`config.mk`:
```
export PLATFORM = sky130hd
export DESIGN_NAME = chunk_fetch
export DESIGN_NICKNAME = d
export VERILOG_FILES = /design/src/chunk_pkg.sv /design/src/chunk_if.sv /design/src/chunk_fetch.sv /design/src/chunk_row.sv /design/src/cmd_fifo.sv /design/src/row_sequencer.sv
export SDC_FILE = /design/constraint.sdc
export NUM_CORES = 1
export LEC_CHECK = 0
export BUFFER_PORTS_ARGS = -buffer_cell sky130_fd_sc_hd__buf_2
export CAP_MARGIN = 10
export CORE_MARGIN = 4
export CORE_UTILIZATION = 48
export DETAILED_ROUTE_END_ITERATION = 16
export PLACE_DENSITY = 0.77
export SETUP_SLACK_MARGIN = 0.3
export SLEW_MARGIN = 0
export SYNTH_ARGS = -nofsm -noshare
export SYNTH_HDL_FRONTEND = slang
export SYNTH_SLANG_ARGS = --single-unit
```
`constraint.sdc`:
```
create_clock -name i_clk -period 58.2 [get_ports i_clk]
set_input_delay 5.82 -clock i_clk [delete_from_list [all_inputs] [get_ports i_clk]]
set_output_delay 5.82 -clock i_clk [all_outputs]
set_load 0.01 [all_outputs]
```
`src/chunk_pkg.sv`:
```
// chunk fetch shared definitions
// command kinds and default sizes for the window fetch chain

package chunk_pkg;

	// ====================
	// command kinds
	// ====================
	// fetch reads real data, wrap replicates the edge word,
	// zero fills with zeros and also marks the pad command
	typedef enum logic [1:0] {
		CMD_FETCH = 2'd0,
		CMD_WRAP  = 2'd1,
		CMD_ZERO  = 2'd2
	} cmd_type_e;

	// ====================
	// default sizes
	// ====================
	// address width in bits, compared as signed
	localparam int DEF_ADDR_BW = 16;
	// cache line size in words, power of two
	localparam int DEF_LINE_SIZE = 8;
	// longest command in words
	localparam int DEF_VSIZE = 8;

endpackage

```
`src/chunk_if.sv`:
```
// row and command buses of the fetch chain
// both use the rdy/ack handshake and transfer when rdy and ack are high

`timescale 1ns/1ns

// one row descriptor from the sequencer to the row chunker
interface row_if #(
	parameter int ADDR_BW = 16,
	parameter int VSIZE = 8
);
	logic rdy;
	logic ack;
	// row start address
	logic [ADDR_BW-1:0] linear;
	logic islast;
	// garbage words after the row, narrower than VSIZE
	logic [$clog2(VSIZE)-1:0] pad;
	logic valid;

	// pad comes straight from the job ports
	modport src (output rdy, linear, islast, valid, input ack);
	modport dst (input rdy, linear, islast, pad, valid, output ack);
endinterface

// one memory command from the row chunker to the buffer
interface cmd_if #(
	parameter int ADDR_BW = 16,
	parameter int LINE_SIZE = 8,
	parameter int VSIZE = 8
);
	logic rdy;
	logic ack;
	chunk_pkg::cmd_type_e ctype;
	logic islast;
	// line aligned address plus offset inside the line
	logic [ADDR_BW-1:0] addr;
	logic [$clog2(LINE_SIZE)-1:0] addrofs;
	logic [$clog2(VSIZE+1)-1:0] len;

	modport src (output rdy, ctype, islast, addr, addrofs, len, input ack);
	modport dst (input rdy, ctype, islast, addr, addrofs, len, output ack);
endinterface

```
`src/chunk_fetch.sv`:
```
// window fetch top level
// turns a 2D window job into a stream of memory commands through
// the row sequencer, the row chunker and the command buffer

`timescale 1ns/1ns

module chunk_fetch #(
	parameter int ADDR_BW = chunk_pkg::DEF_ADDR_BW,
	parameter int LINE_SIZE = chunk_pkg::DEF_LINE_SIZE,
	parameter int VSIZE = chunk_pkg::DEF_VSIZE
) (
	input  logic                         i_clk,
	input  logic                         i_reset,
	// job side
	input  logic                         i_job_rdy,
	output logic                         o_job_ack,
	input  logic [ADDR_BW-1:0]           i_base,
	input  logic [ADDR_BW-1:0]           i_stride,
	input  logic [ADDR_BW-1:0]           i_rows,
	input  logic [ADDR_BW-1:0]           i_valid_rows,
	input  logic [ADDR_BW-1:0]           i_l,
	input  logic [ADDR_BW-1:0]           i_n,
	input  logic [ADDR_BW-1:0]           i_bound,
	input  logic                         i_wrap,
	input  logic [$clog2(VSIZE)-1:0]     i_pad,
	// command side
	output logic                         o_cmd_rdy,
	input  logic                         i_cmd_ack,
	output chunk_pkg::cmd_type_e         o_cmd_type,
	output logic                         o_cmd_islast,
	output logic [ADDR_BW-1:0]           o_cmd_addr,
	output logic [$clog2(LINE_SIZE)-1:0] o_cmd_addrofs,
	output logic [$clog2(VSIZE+1)-1:0]   o_cmd_len
);

	row_if #(.ADDR_BW(ADDR_BW), .VSIZE(VSIZE)) row_bus ();
	cmd_if #(.ADDR_BW(ADDR_BW), .LINE_SIZE(LINE_SIZE), .VSIZE(VSIZE)) cmd_bus ();

	// per-row pad is the same for the whole job
	assign row_bus.pad = i_pad;

	row_sequencer #(.ADDR_BW(ADDR_BW)) u_row_sequencer (
		.i_clk(i_clk),
		.i_reset(i_reset),
		.i_job_rdy(i_job_rdy),
		.i_base(i_base),
		.i_stride(i_stride),
		.i_rows(i_rows),
		.i_valid_rows(i_valid_rows),
		.o_job_ack(o_job_ack),
		.row(row_bus.src)
	);

	chunk_row #(.ADDR_BW(ADDR_BW), .LINE_SIZE(LINE_SIZE), .VSIZE(VSIZE)) u_chunk_row (
		.i_clk(i_clk),
		.i_reset(i_reset),
		.i_l(i_l),
		.i_n(i_n),
		.i_bound(i_bound),
		.i_wrap(i_wrap),
		.row(row_bus.dst),
		.cmd(cmd_bus.src)
	);

	cmd_fifo #(.ADDR_BW(ADDR_BW), .LINE_SIZE(LINE_SIZE), .VSIZE(VSIZE)) u_cmd_fifo (
		.i_clk(i_clk),
		.i_reset(i_reset),
		.i_cmd_ack(i_cmd_ack),
		.in(cmd_bus.dst),
		.o_cmd_rdy(o_cmd_rdy),
		.o_cmd_type(o_cmd_type),
		.o_cmd_islast(o_cmd_islast),
		.o_cmd_addr(o_cmd_addr),
		.o_cmd_addrofs(o_cmd_addrofs),
		.o_cmd_len(o_cmd_len)
	);

endmodule

```
`src/chunk_row.sv`:
```
// row chunker
// splits one row into left border, centre, right border and pad segments
// and cuts them into commands of at most VSIZE words
// without letting a centre command cross a cache line

`timescale 1ns/1ns

module chunk_row #(
	parameter int ADDR_BW = 16,
	parameter int LINE_SIZE = 8,
	parameter int VSIZE = 8
) (
	input  logic               i_clk,
	input  logic               i_reset,
	input  logic [ADDR_BW-1:0] i_l,
	input  logic [ADDR_BW-1:0] i_n,
	input  logic [ADDR_BW-1:0] i_bound,
	input  logic               i_wrap,
	row_if.dst                 row,
	cmd_if.src                 cmd
);

	localparam int C_BW = $clog2(LINE_SIZE);
	localparam int LEN_BW = $clog2(VSIZE + 1);

	// lowest set bit picks the first pending segment
	function automatic logic [3:0] lowest_bit(input logic [3:0] v);
		return v & (~v + 4'd1);
	endfunction

	function automatic logic signed [ADDR_BW-1:0] smin(
		input logic signed [ADDR_BW-1:0] a,
		input logic signed [ADDR_BW-1:0] b
	);
		return (a < b) ? a : b;
	endfunction

	logic signed [ADDR_BW-1:0] linear, l, r, br, b0, b1, c_start;
	logic signed [ADDR_BW-1:0] cur, cur_r, seg_end, cmd_pos, step, align, nxt, len_full;
	logic invalid, cut, init, advance, fin, none_left, busy_r;
	// segment bits: 0 left border, 1 centre, 2 right border, 3 pad
	logic [3:0] present, sel_cur, done_cur, next_sel, sel_r, done_r;
	chunk_pkg::cmd_type_e border_type;

	// ====================
	// segment bounds
	// ====================
	//   linear         br       absolute
	//      |--valid-----|
	//  |-------wanted-------|
	//  l                    r
	always_comb begin
		linear = row.linear;
		l = linear + $signed(i_l);
		r = l + $signed(i_n);
		br = linear + $signed(i_bound);
		// without data or wrap the whole row goes out as left border
		invalid = !(row.valid || i_wrap);
		cut = (r < linear) || invalid;
		b0 = cut ? r : linear;
		b1 = (!invalid && r > br) ? br : r;
		c_start = (l > b0) ? l : b0;
		present[0] = l < b0;
		present[1] = !cut && ($signed(i_l) < $signed(i_bound)) && (c_start < b1);
		present[2] = !invalid && (r > br);
		present[3] = row.pad != '0;
		if (i_wrap) begin
			border_type = chunk_pkg::CMD_WRAP;
		end else begin
			border_type = chunk_pkg::CMD_ZERO;
		end
	end

	// ====================
	// command generation
	// ====================
	always_comb begin
		// first cycle of a row works from l and the first segment
		init = row.rdy && !busy_r;
		sel_cur = init ? lowest_bit(present) : sel_r;
		done_cur = init ? sel_cur : done_r;
		cur = init ? l : cur_r;
		next_sel = lowest_bit(present & ~done_cur);
		none_left = next_sel == '0;
		case (1'b1)
			sel_cur[0]: begin
				seg_end = b0;
				cmd_pos = linear;
				cmd.ctype = border_type;
			end
			sel_cur[1]: begin
				seg_end = b1;
				cmd_pos = cur;
				cmd.ctype = chunk_pkg::CMD_FETCH;
			end
			sel_cur[2]: begin
				// replicate the last valid word
				seg_end = r;
				cmd_pos = br - 1'b1;
				cmd.ctype = border_type;
			end
			default: begin
				// pad is a single zero command
				seg_end = cur;
				cmd_pos = cur;
				cmd.ctype = chunk_pkg::CMD_ZERO;
			end
		endcase
		// stop at VSIZE, the segment end or in the centre the line end
		step = smin(cur + ADDR_BW'(VSIZE), seg_end);
		align = (cur & ~ADDR_BW'(LINE_SIZE - 1)) + ADDR_BW'(LINE_SIZE);
		nxt = sel_cur[1] ? smin(step, align) : step;
		advance = sel_cur[3] || (nxt == seg_end);
		fin = advance && none_left;
		len_full = nxt - cur;
	end

	assign cmd.len = sel_cur[3] ? LEN_BW'(row.pad) : len_full[LEN_BW-1:0];
	assign cmd.addr = cmd_pos & ~ADDR_BW'(LINE_SIZE - 1);
	assign cmd.addrofs = cmd_pos[C_BW-1:0];
	assign cmd.islast = fin && row.islast;
	assign cmd.rdy = row.rdy && (present != '0);
	// empty rows are acked without any command
	assign row.ack = (cmd.ack && fin) || (row.rdy && present == '0);

	// ====================
	// registers
	// ====================
	always_ff @(posedge i_clk) begin
		if (i_reset) begin
			busy_r <= 1'b0;
			done_r <= '0;
			sel_r <= '0;
		end else if (cmd.ack) begin
			if (fin) begin
				busy_r <= 1'b0;
				done_r <= '0;
				sel_r <= '0;
			end else begin
				busy_r <= 1'b1;
				done_r <= advance ? (done_cur | next_sel) : done_cur;
				sel_r <= advance ? next_sel : sel_cur;
			end
		end
	end

	// pad keeps the last issued address
	always_ff @(posedge i_clk) begin
		if (cmd.ack) begin
			cur_r <= (advance && next_sel[3]) ? cmd_pos : nxt;
		end
	end

endmodule

```
`src/cmd_fifo.sv`:
```
// command buffer
// two-entry register FIFO between the row chunker and the consumer
// with one cycle from input ack to output rdy

`timescale 1ns/1ns

module cmd_fifo #(
	parameter int ADDR_BW = 16,
	parameter int LINE_SIZE = 8,
	parameter int VSIZE = 8
) (
	input  logic                         i_clk,
	input  logic                         i_reset,
	input  logic                         i_cmd_ack,
	cmd_if.dst                           in,
	output logic                         o_cmd_rdy,
	output chunk_pkg::cmd_type_e         o_cmd_type,
	output logic                         o_cmd_islast,
	output logic [ADDR_BW-1:0]           o_cmd_addr,
	output logic [$clog2(LINE_SIZE)-1:0] o_cmd_addrofs,
	output logic [$clog2(VSIZE+1)-1:0]   o_cmd_len
);

	chunk_pkg::cmd_type_e         type_q [2];
	logic                         islast_q [2];
	logic [ADDR_BW-1:0]           addr_q [2];
	logic [$clog2(LINE_SIZE)-1:0] ofs_q [2];
	logic [$clog2(VSIZE+1)-1:0]   len_q [2];
	logic [1:0] count_r;
	logic wptr_r, rptr_r, wr, rd;

	// accept while not full
	assign in.ack = in.rdy && (count_r != 2'd2);
	assign wr = in.ack;
	assign rd = o_cmd_rdy && i_cmd_ack;
	assign o_cmd_rdy = count_r != 2'd0;

	always_ff @(posedge i_clk) begin
		if (i_reset) begin
			count_r <= '0;
			wptr_r <= 1'b0;
			rptr_r <= 1'b0;
		end else begin
			wptr_r <= wptr_r ^ wr;
			rptr_r <= rptr_r ^ rd;
			case ({wr, rd})
				2'b10: count_r <= count_r + 2'd1;
				2'b01: count_r <= count_r - 2'd1;
				default: count_r <= count_r;
			endcase
		end
	end

	// ====================
	// storage
	// ====================
	always_ff @(posedge i_clk) begin
		if (wr) begin
			type_q[wptr_r] <= in.ctype;
			islast_q[wptr_r] <= in.islast;
			addr_q[wptr_r] <= in.addr;
			ofs_q[wptr_r] <= in.addrofs;
			len_q[wptr_r] <= in.len;
		end
	end

	// head entry
	assign o_cmd_type = type_q[rptr_r];
	assign o_cmd_islast = islast_q[rptr_r];
	assign o_cmd_addr = addr_q[rptr_r];
	assign o_cmd_addrofs = ofs_q[rptr_r];
	assign o_cmd_len = len_q[rptr_r];

endmodule

```
`src/row_sequencer.sv`:
```
// row sequencer
// walks the rows of a job and presents one registered row descriptor
// at a time and acks the job together with its final row

`timescale 1ns/1ns

module row_sequencer #(
	parameter int ADDR_BW = 16
) (
	input  logic               i_clk,
	input  logic               i_reset,
	input  logic               i_job_rdy,
	input  logic [ADDR_BW-1:0] i_base,
	input  logic [ADDR_BW-1:0] i_stride,
	input  logic [ADDR_BW-1:0] i_rows,
	input  logic [ADDR_BW-1:0] i_valid_rows,
	output logic               o_job_ack,
	row_if.src                 row
);

	logic               rdy_r;
	logic [ADDR_BW-1:0] cnt_r;
	logic [ADDR_BW-1:0] cnt_nxt;
	logic [ADDR_BW-1:0] linear_r;
	logic               valid_r;
	logic               islast_r;

	// ====================
	// row state
	// ====================
	assign cnt_nxt = cnt_r + 1'b1;

	always_ff @(posedge i_clk) begin
		if (i_reset) begin
			rdy_r <= 1'b0;
			cnt_r <= '0;
			valid_r <= 1'b0;
			islast_r <= 1'b0;
		end else if (!rdy_r) begin
			// start a new job at row 0 when idle
			if (i_job_rdy) begin
				rdy_r <= 1'b1;
				cnt_r <= '0;
				valid_r <= i_valid_rows != '0;
				islast_r <= i_rows == 1;
			end
		end else if (row.ack) begin
			// drop back to idle after the last row
			if (islast_r) begin
				rdy_r <= 1'b0;
			end
			cnt_r <= cnt_nxt;
			valid_r <= cnt_nxt < i_valid_rows;
			islast_r <= cnt_nxt == i_rows - 1'b1;
		end
	end

	// running row start address
	always_ff @(posedge i_clk) begin
		if (!rdy_r && i_job_rdy) begin
			linear_r <= i_base;
		end else if (rdy_r && row.ack) begin
			linear_r <= linear_r + i_stride;
		end
	end

	// ====================
	// outputs
	// ====================
	assign row.rdy = rdy_r;
	assign row.linear = linear_r;
	assign row.valid = valid_r;
	assign row.islast = islast_r;
	assign o_job_ack = rdy_r && row.ack && islast_r;

endmodule

```
After elaboration in Yosys (flattened, before gate mapping). Memory sizes are Yosys's and may differ from the RTL's. A register that Yosys moved wholly into a read port is not among the register bits. Cells that the tools add are included.

Memories kept: 5. Bits of input ports: 120. Register bits after elaboration: 64. Logic and storage cells: 138. Memory bits (writable): 46. Output and inout bits: 28. Bits in read-only memories: 0. Bits in latches: 0.

Shift-type cells: 0. Mux-type cells: 49. Multipliers: 0. Magnitude comparators: 9. Eq/ne operators: 7. Reduce and logical (&&, ||, !) cells: 33. Bitwise logic cells: 9. Add/subtract/negate cells: 14. Divide/modulo/power cells: 0.

Memory list: u_cmd_fifo.addr_q (depth 2, width 13, read ports 1, clocked after memory_dff 1, wr ports 1, line cmd_fifo.sv:26) `logic [ADDR_BW-1:0] addr_q [2];`; u_cmd_fifo.len_q (depth 2, width 4, read ports 1, clocked after memory_dff 1, wr ports 1, line cmd_fifo.sv:28) `logic [$clog2(VSIZE+1)-1:0] len_q [2];`; u_cmd_fifo.ofs_q (depth 2, width 3, read ports 1, clocked after memory_dff 1, wr ports 1, line cmd_fifo.sv:27) `logic [$clog2(LINE_SIZE)-1:0] ofs_q [2];`; u_cmd_fifo.type_q (depth 2, width 2, read ports 1, clocked after memory_dff 1, wr ports 1, line cmd_fifo.sv:24) `chunk_pkg::cmd_type_e type_q [2];`; u_cmd_fifo.islast_q (depth 2, width 1, read ports 1, clocked after memory_dff 1, wr ports 1, line cmd_fifo.sv:25) `logic islast_q [2];`.

Operators by type and width (count): 2-to-1 mux 16 bit (19); less-than comparator 16 bit (7); adder 16 bit (4); adder 16 x 5 -> 16 bit, second input constant (2); equality test 16 bit (2); > comparator 16 bit (2); subtractor 16 x 1 -> 16 bit, second input constant (2); 2-to-1 mux 4 bit (7); 2-to-1 mux 1 bit (18); adder 16 x 1 -> 16 bit, second input constant (1); equality test 16 x 1 -> 1 bit, second input constant (1); nonzero test 16 bit (1); logical AND 1 bit (15); AND 4 bit (3); NOT 4 bit (3); adder 4 x 1 -> 4 bit, second input constant (2); zero test 4 bit (2); 2-to-1 mux 2 bit (4); nonzero test 2 bit (4); zero test 1 bit (4); logical OR 1 bit (4); bitwise OR 4 bit (1); one-hot mux 2 bit (2 select lines) (1); nonzero test 4 bit (1); other kinds (10) (11).

Depth between registers and ports, before layout.
Depth in word-level cells: 29. Depth in mapped cells: 93. Gate-level depth less buffers: 85.

Cells and area by module. A second synthesis with hierarchy kept.

Cells, all modules: 1841. Area, all modules: 15020.7 sq um.

Modules (own cells, without submodules): chunk_row (sequential area each 660.6 sq um, instances 1, cells each 1348, area an instance 9678.0 sq um); row_sequencer (sequential area each 860.8 sq um, instances 1, cells each 390, area an instance 3271.9 sq um); cmd_fifo (sequential area each 1641.6 sq um, instances 1, cells each 103, area an instance 2070.7 sq um).

Worst setup path after synthesis. No wires, ideal clock.

Path kind: input port to output port. Start: input i_l[0]. End: output o_job_ack. Slack: 29528 ps. Arrival: 22852 ps. Path buffers: 9. Stages on the path: 84. Data required time: 52380 ps. Path through: ha_1 -> fa_1 -> a21o_1 -> a21oi_1 -> o21bai_1 -> a211o_1 -> and2_1 -> ha_1 -> o211ai_1 -> inv_1 -> a221oi_1 -> o211ai_1 -> a211oi_1 -> o21a_1 -> nor2_1 -> ha_1 -> nand4_1 -> or3_4 -> [... 48 more ...] -> ha_1 -> a21o_1 -> a21o_1 -> a21oi_1 -> nor2b_1 -> o21ai_0 -> nand2b_1 -> a31oi_1 -> nand3_1 -> a2111oi_4 -> o211ai_1 -> a211o_1 -> a2111oi_2 -> or2_1 -> buf_4 -> a31oi_2 -> nand2b_1 -> nor2_1.

Word-level cells in the longest chain between the ends: 28. Elaborated cells between the ends (all ways): 50. Those cells by class: 6 x add/sub; 8 x order compare; 1 x eq/ne; 12 x mux; 6 x bitwise; 17 x reduce/logical.

RTL lines: from (decl) (line chunk_fetch.sv:21) `input logic [ADDR_BW-1:0] i_l,`; adder 16 bit (line chunk_row.sv:54) `l = linear + $signed(i_l);`; adder 16 bit (line chunk_row.sv:55) `r = l + $signed(i_n);`; less-than comparator 16 bit (line chunk_row.sv:59) `cut = (r < linear) || invalid;`; logical OR 1 bit (line chunk_row.sv:59); 2-to-1 mux 16 bit (line chunk_row.sv:60) `b0 = cut ? r : linear;`; > comparator 16 bit (line chunk_row.sv:62) `c_start = (l > b0) ? l : b0;`; 2-to-1 mux 16 bit (line chunk_row.sv:62); less-than comparator 16 bit (line chunk_row.sv:64) `present[1] = !cut && ($signed(i_l) < $signed(i_bound)) && (c_start < b1);`; [... 11 more ...]; 2-to-1 mux 16 bit (line chunk_row.sv:35) `return (a < b) ? a : b;`; 2-to-1 mux 16 bit (line chunk_row.sv:112) `nxt = sel_cur[1] ? smin(step, align) : step;`; equality test 16 bit (line chunk_row.sv:113) `advance = sel_cur[3] || (nxt == seg_end);`; logical OR 1 bit (line chunk_row.sv:113); logical AND 1 bit (line chunk_row.sv:114) `fin = advance && none_left;`; logical AND 1 bit (line chunk_row.sv:124) `assign row.ack = (cmd.ack && fin) || (row.rdy && present == '0);`; logical OR 1 bit * (line chunk_row.sv:124); logical AND 1 bit * (2 in a row) (line row_sequencer.sv:74) `assign o_job_ack = rdy_r && row.ack && islast_r;`; to (decl) (line chunk_fetch.sv:16) `output logic o_job_ack,`.

Mark *: on every way between the ends. The rest lies on a longest branch, timed or not.

Worst setup path in the final report. Ends and elaborated chain as after synthesis.

==> impl_results.rst <==
.. list-table::
   :header-rows: 1

   * - Metric
     - Value
   * - Count of flip-flops with a built-in enable after synthesis
     - 78
   * - Setup TNS Final
     - 0 ns
   * - Final worst-path cycle share
     - 0.554
   * - CP Class
     - in2out
   * - Top Ports
     - 148
   * - CTS tree
     - yes
   * - Worst-case headroom to the max-slew limit
     - 0.230
   * - P&R area growth vs syn
     - 9.77%
   * - Latest clock arrival within the worst-skew pair
     - 0.38 ns
   * - Proportion of register bits with asynchronous set or reset after synthesis
     - 0
   * - Placeable core region
     - 29700 sq um
   * - Worst-case clock buffer depth
     - 2
   * - Number of buffers inserted during clock tree synthesis
     - 9
   * - Cell family with most CP delay
     - compound AO/OA/AOI/OAI gates
   * - Total number of vias
     - 14300
   * - TritonRoute pass-1 iters
     - 8
   * - Setup violators final
     - 0
   * - Global-route wire length before repair
     - 74500 microns
   * - CTS H-tree depth
     - 3
   * - Outcome
     - complete, no violations
   * - Syn Std Cell Area
     - 14500 sq um
   * - RePlAce Congestion
     - 1.02
   * - Count of final max-slew check failures
     - 0
   * - Final number of hold-violating endpoints
     - 0
   * - Arrival time of the worst setup path
     - 26.44 ns
   * - Commonest register cell after synthesis
     - sky130_fd_sc_hd__edfxtp_1
   * - Largest net degree at the start of global routing
     - 51
   * - Routed wire length
     - 48100 microns
   * - Number of antenna repair diodes
     - 0
   * - Overall die height
     - 182 microns
   * - Max capacitance violation total
     - 0
   * - Total track usage
     - 0.280
   * - Bufs and invs on worst path
     - 5
   * - Final antenna-violating net count
     - 0
   * - Maximum operating frequency
     - 31.0 MHz
   * - Type of element launching the critical path
     - input port
   * - Buffers inserted by post-CTS timing repair
     - 0
   * - Worst-case reg-to-reg path depth
     - 77
   * - Ratio of cells with drive above 1 in the final layout
     - 0.134
   * - Root buffer cell
     - sky130_fd_sc_hd__clkbuf_16
   * - 1st-iter DRT viols
     - 1205
   * - Shortest clock period the worst path allows after layout
     - 32.26 ns
   * - Leading cell types by count after synthesis
     - sky130_fd_sc_hd__ha_1 (190), sky130_fd_sc_hd__nor2_1 (167), sky130_fd_sc_hd__a21oi_1 (158)
   * - Hold Path Depth
     - 2
   * - Critical R2R Capture
     - u_row_sequencer.row.linear[7]
   * - Buffers on Ports
     - 144
   * - HP Class
     - reg2reg
   * - Register bit count reported by yosys
     - 110
   * - Worst setup path startpoint
     - i_l[0]
   * - Cell type with the largest total area after synthesis
     - sky130_fd_sc_hd__ha_1
   * - Worst clock skew on the final layout
     - 0.0195 ns
   * - Cell count after synthesis
     - 1804
   * - Grt total ovfl
     - 0
   * - Worst-path fanout max
     - 30
   * - Post-CTS sizing
     - 0
   * - Avg WL per Cell
     - 20.8 microns
   * - Clock slew seen by the registers of the worst setup and hold paths
     - 0.09 ns
   * - Slew @ Worst Pin
     - 1.15 ns
   * - Number of stages on the worst setup path
     - 79
   * - Initial antenna violation count
     - 0
   * - Detailed placement HPWL
     - 39700 microns
   * - Worst reg2reg path startpoint
     - u_row_sequencer.row.linear[0]
   * - Initial Util
     - 0.489
   * - CP endpoint kind
     - primary output
   * - DRC viols
     - 0
   * - Worst setup slack for register-to-register paths
     - 36.44 ns
   * - Setup crit end
     - o_job_ack
   * - Area fraction of the dominant cell type after synthesis
     - 0.164
   * - Slowest library cell on the worst path
     - sky130_fd_sc_hd__nor2_2
   * - Vias in the first global route
     - 13700
   * - Most instantiated library cell after synthesis
     - sky130_fd_sc_hd__ha_1
   * - Number of distinct library cells after synthesis
     - 93
   * - Hold-fix buffers at CTS
     - 0
   * - Final net count
     - 2235
   * - Total of warnings raised by yosys
     - 0
   * - Average vias per placed instance
     - 6.16
   * - Fill cell instance count of the final layout
     - 2788
   * - Die width
     - 182 microns
   * - Maximum single-stage delay on the critical path
     - 0.85 ns
   * - Number of clock sinks seen by CTS
     - 110
   * - Required time at the endpoint of the critical path
     - 52.38 ns
   * - Leading post-synthesis cells by cell area
     - sky130_fd_sc_hd__ha_1 (16%), sky130_fd_sc_hd__edfxtp_1 (16%), sky130_fd_sc_hd__xnor2_1 (5.7%)
   * - Average instance area after synthesis
     - 8.05 sq um
   * - Register area share after synthesis
     - 0.205
   * - Unrepaired setup endpoints after global routing
     - false
   * - Std-Cell Rows
     - 63
   * - Area of the die
     - 33100 sq um
how the worst min path moves through the flow:
stage	end	slack, ns	from
final	u_chunk_row.sel_r[3]	0.48	u_chunk_row.sel_r[3]
after global routing	u_chunk_row.sel_r[3]	0.50	u_chunk_row.sel_r[3]
after CTS	u_chunk_row.sel_r[3]	0.49	u_chunk_row.sel_r[3]
after global placement	u_chunk_row.sel_r[3]	0.44	u_chunk_row.sel_r[3]
after floorplan	u_chunk_row.sel_r[3]	0.44	u_chunk_row.sel_r[3]
after detailed placement	u_row_sequencer.cnt_r[15]	0.47	u_row_sequencer.cnt_r[15]
worst min-delay path, cell delays in order, from the launching register on:
cell and delay, ns:
sky130_fd_sc_hd__dfxtp_1 0.32, sky130_fd_sc_hd__nand2_1 0.05, sky130_fd_sc_hd__a21oi_1 0.06
sequential cells by signal (all words and copies together) (netlist names), 2 cells and up:
| name | flops |
|---|---|
| u_cmd_fifo.addr_q | 26 |
| u_chunk_row.cur_r | 16 |
| u_row_sequencer.cnt_r | 16 |
| u_row_sequencer.row.linear | 16 |
| u_cmd_fifo.len_q | 8 |
| u_cmd_fifo.ofs_q | 6 |
| u_chunk_row.done_r | 4 |
| u_chunk_row.sel_r | 4 |
| u_cmd_fifo.type_q | 4 |
| u_cmd_fifo.count_r | 2 |
| u_cmd_fifo.islast_q | 2 |
cell usage in the layout, fill, tap and decap left out, types with 17 or more instances in the layout:
cell / Yosys / layout
sky130_fd_sc_hd__a211oi_1: 21 / 21
sky130_fd_sc_hd__a21o_1: 35 / 35
sky130_fd_sc_hd__a21oi_1: 158 / 158
sky130_fd_sc_hd__and2_1: 18 / 18
sky130_fd_sc_hd__and3_1: 25 / 25
sky130_fd_sc_hd__buf_2: 3 / 144
sky130_fd_sc_hd__buf_4: 4 / 20
sky130_fd_sc_hd__dfxtp_1: 32 / 32
sky130_fd_sc_hd__edfxtp_1: 78 / 78
sky130_fd_sc_hd__ha_1: 190 / 190
sky130_fd_sc_hd__inv_1: 139 / 139
sky130_fd_sc_hd__mux2_2: 34 / 34
sky130_fd_sc_hd__mux2i_1: 25 / 25
sky130_fd_sc_hd__nand2_1: 131 / 131
sky130_fd_sc_hd__nand2b_1: 22 / 22
sky130_fd_sc_hd__nand3_1: 43 / 43
sky130_fd_sc_hd__nand4_1: 25 / 25
sky130_fd_sc_hd__nor2_1: 167 / 167
sky130_fd_sc_hd__nor2b_1: 26 / 26
sky130_fd_sc_hd__nor3_1: 39 / 39
sky130_fd_sc_hd__o211ai_1: 24 / 24
sky130_fd_sc_hd__o21a_1: 42 / 42
sky130_fd_sc_hd__o21ai_0: 102 / 101
sky130_fd_sc_hd__or3_1: 17 / 17
sky130_fd_sc_hd__xnor2_1: 94 / 94
sky130_fd_sc_hd__xor2_1: 40 / 40
layer usage:
metal | vias to the layer above | global-route usage | share of wire
li1 | 6848 | - | -
met4 | 0 | 0.0708 | 0.025
met1 | 6658 | 0.394 | 0.44
met5 | - | 0 | 0
met3 | 78 | 0.0547 | 0.095
met2 | 676 | 0.443 | 0.44
cells by family (layout without fill, tap and decap cells):
group | count (synthesis) | in the layout | share of synthesized area
buffers and inverters | 202 | 321 | 0.0545
DFF | 110 | 110 | 0.205
and+or+nand+nor | 567 | 567 | 0.191
other | 1 | 3 | 0.000258
AOI/OAI and AO/OA | 535 | 535 | 0.253
adders and majority gates | 195 | 195 | 0.171
xor gates and xnor gates | 135 | 135 | 0.0824
muxes | 59 | 59 | 0.0436
through the flow:
step,area (sq um),hold slack (ns),setup slack (ns),util,std cells
after floorplan,14500,0.437,29.53,-,1806
after global placement,15600,0.444,26.88,0.526,2299
after detailed placement,15600,0.472,26.34,0.526,2299
after CTS,15900,0.490,26.26,0.536,2315
after global routing,15900,0.504,24.34,0.536,2315
final,15900,0.483,25.94,0.536,2315
layout make-up:
type | count | area, sq um | share of cell area
multi-input combinational | 1494 | 10800 | 0.676
sequential | 110 | 2980 | 0.187
clock inverter | 7 | 75.1 | 0.00471
tap | 390 | 488 | 0.0306
clock buffer | 9 | 225 | 0.0141
timing repair buffer | 164 | 871 | 0.0546
inverter | 141 | 529 | 0.0332
Power is left out: the tool's default activity adds up to more than one toggle a clock period on the data nets, which glitch-free logic cannot reach.
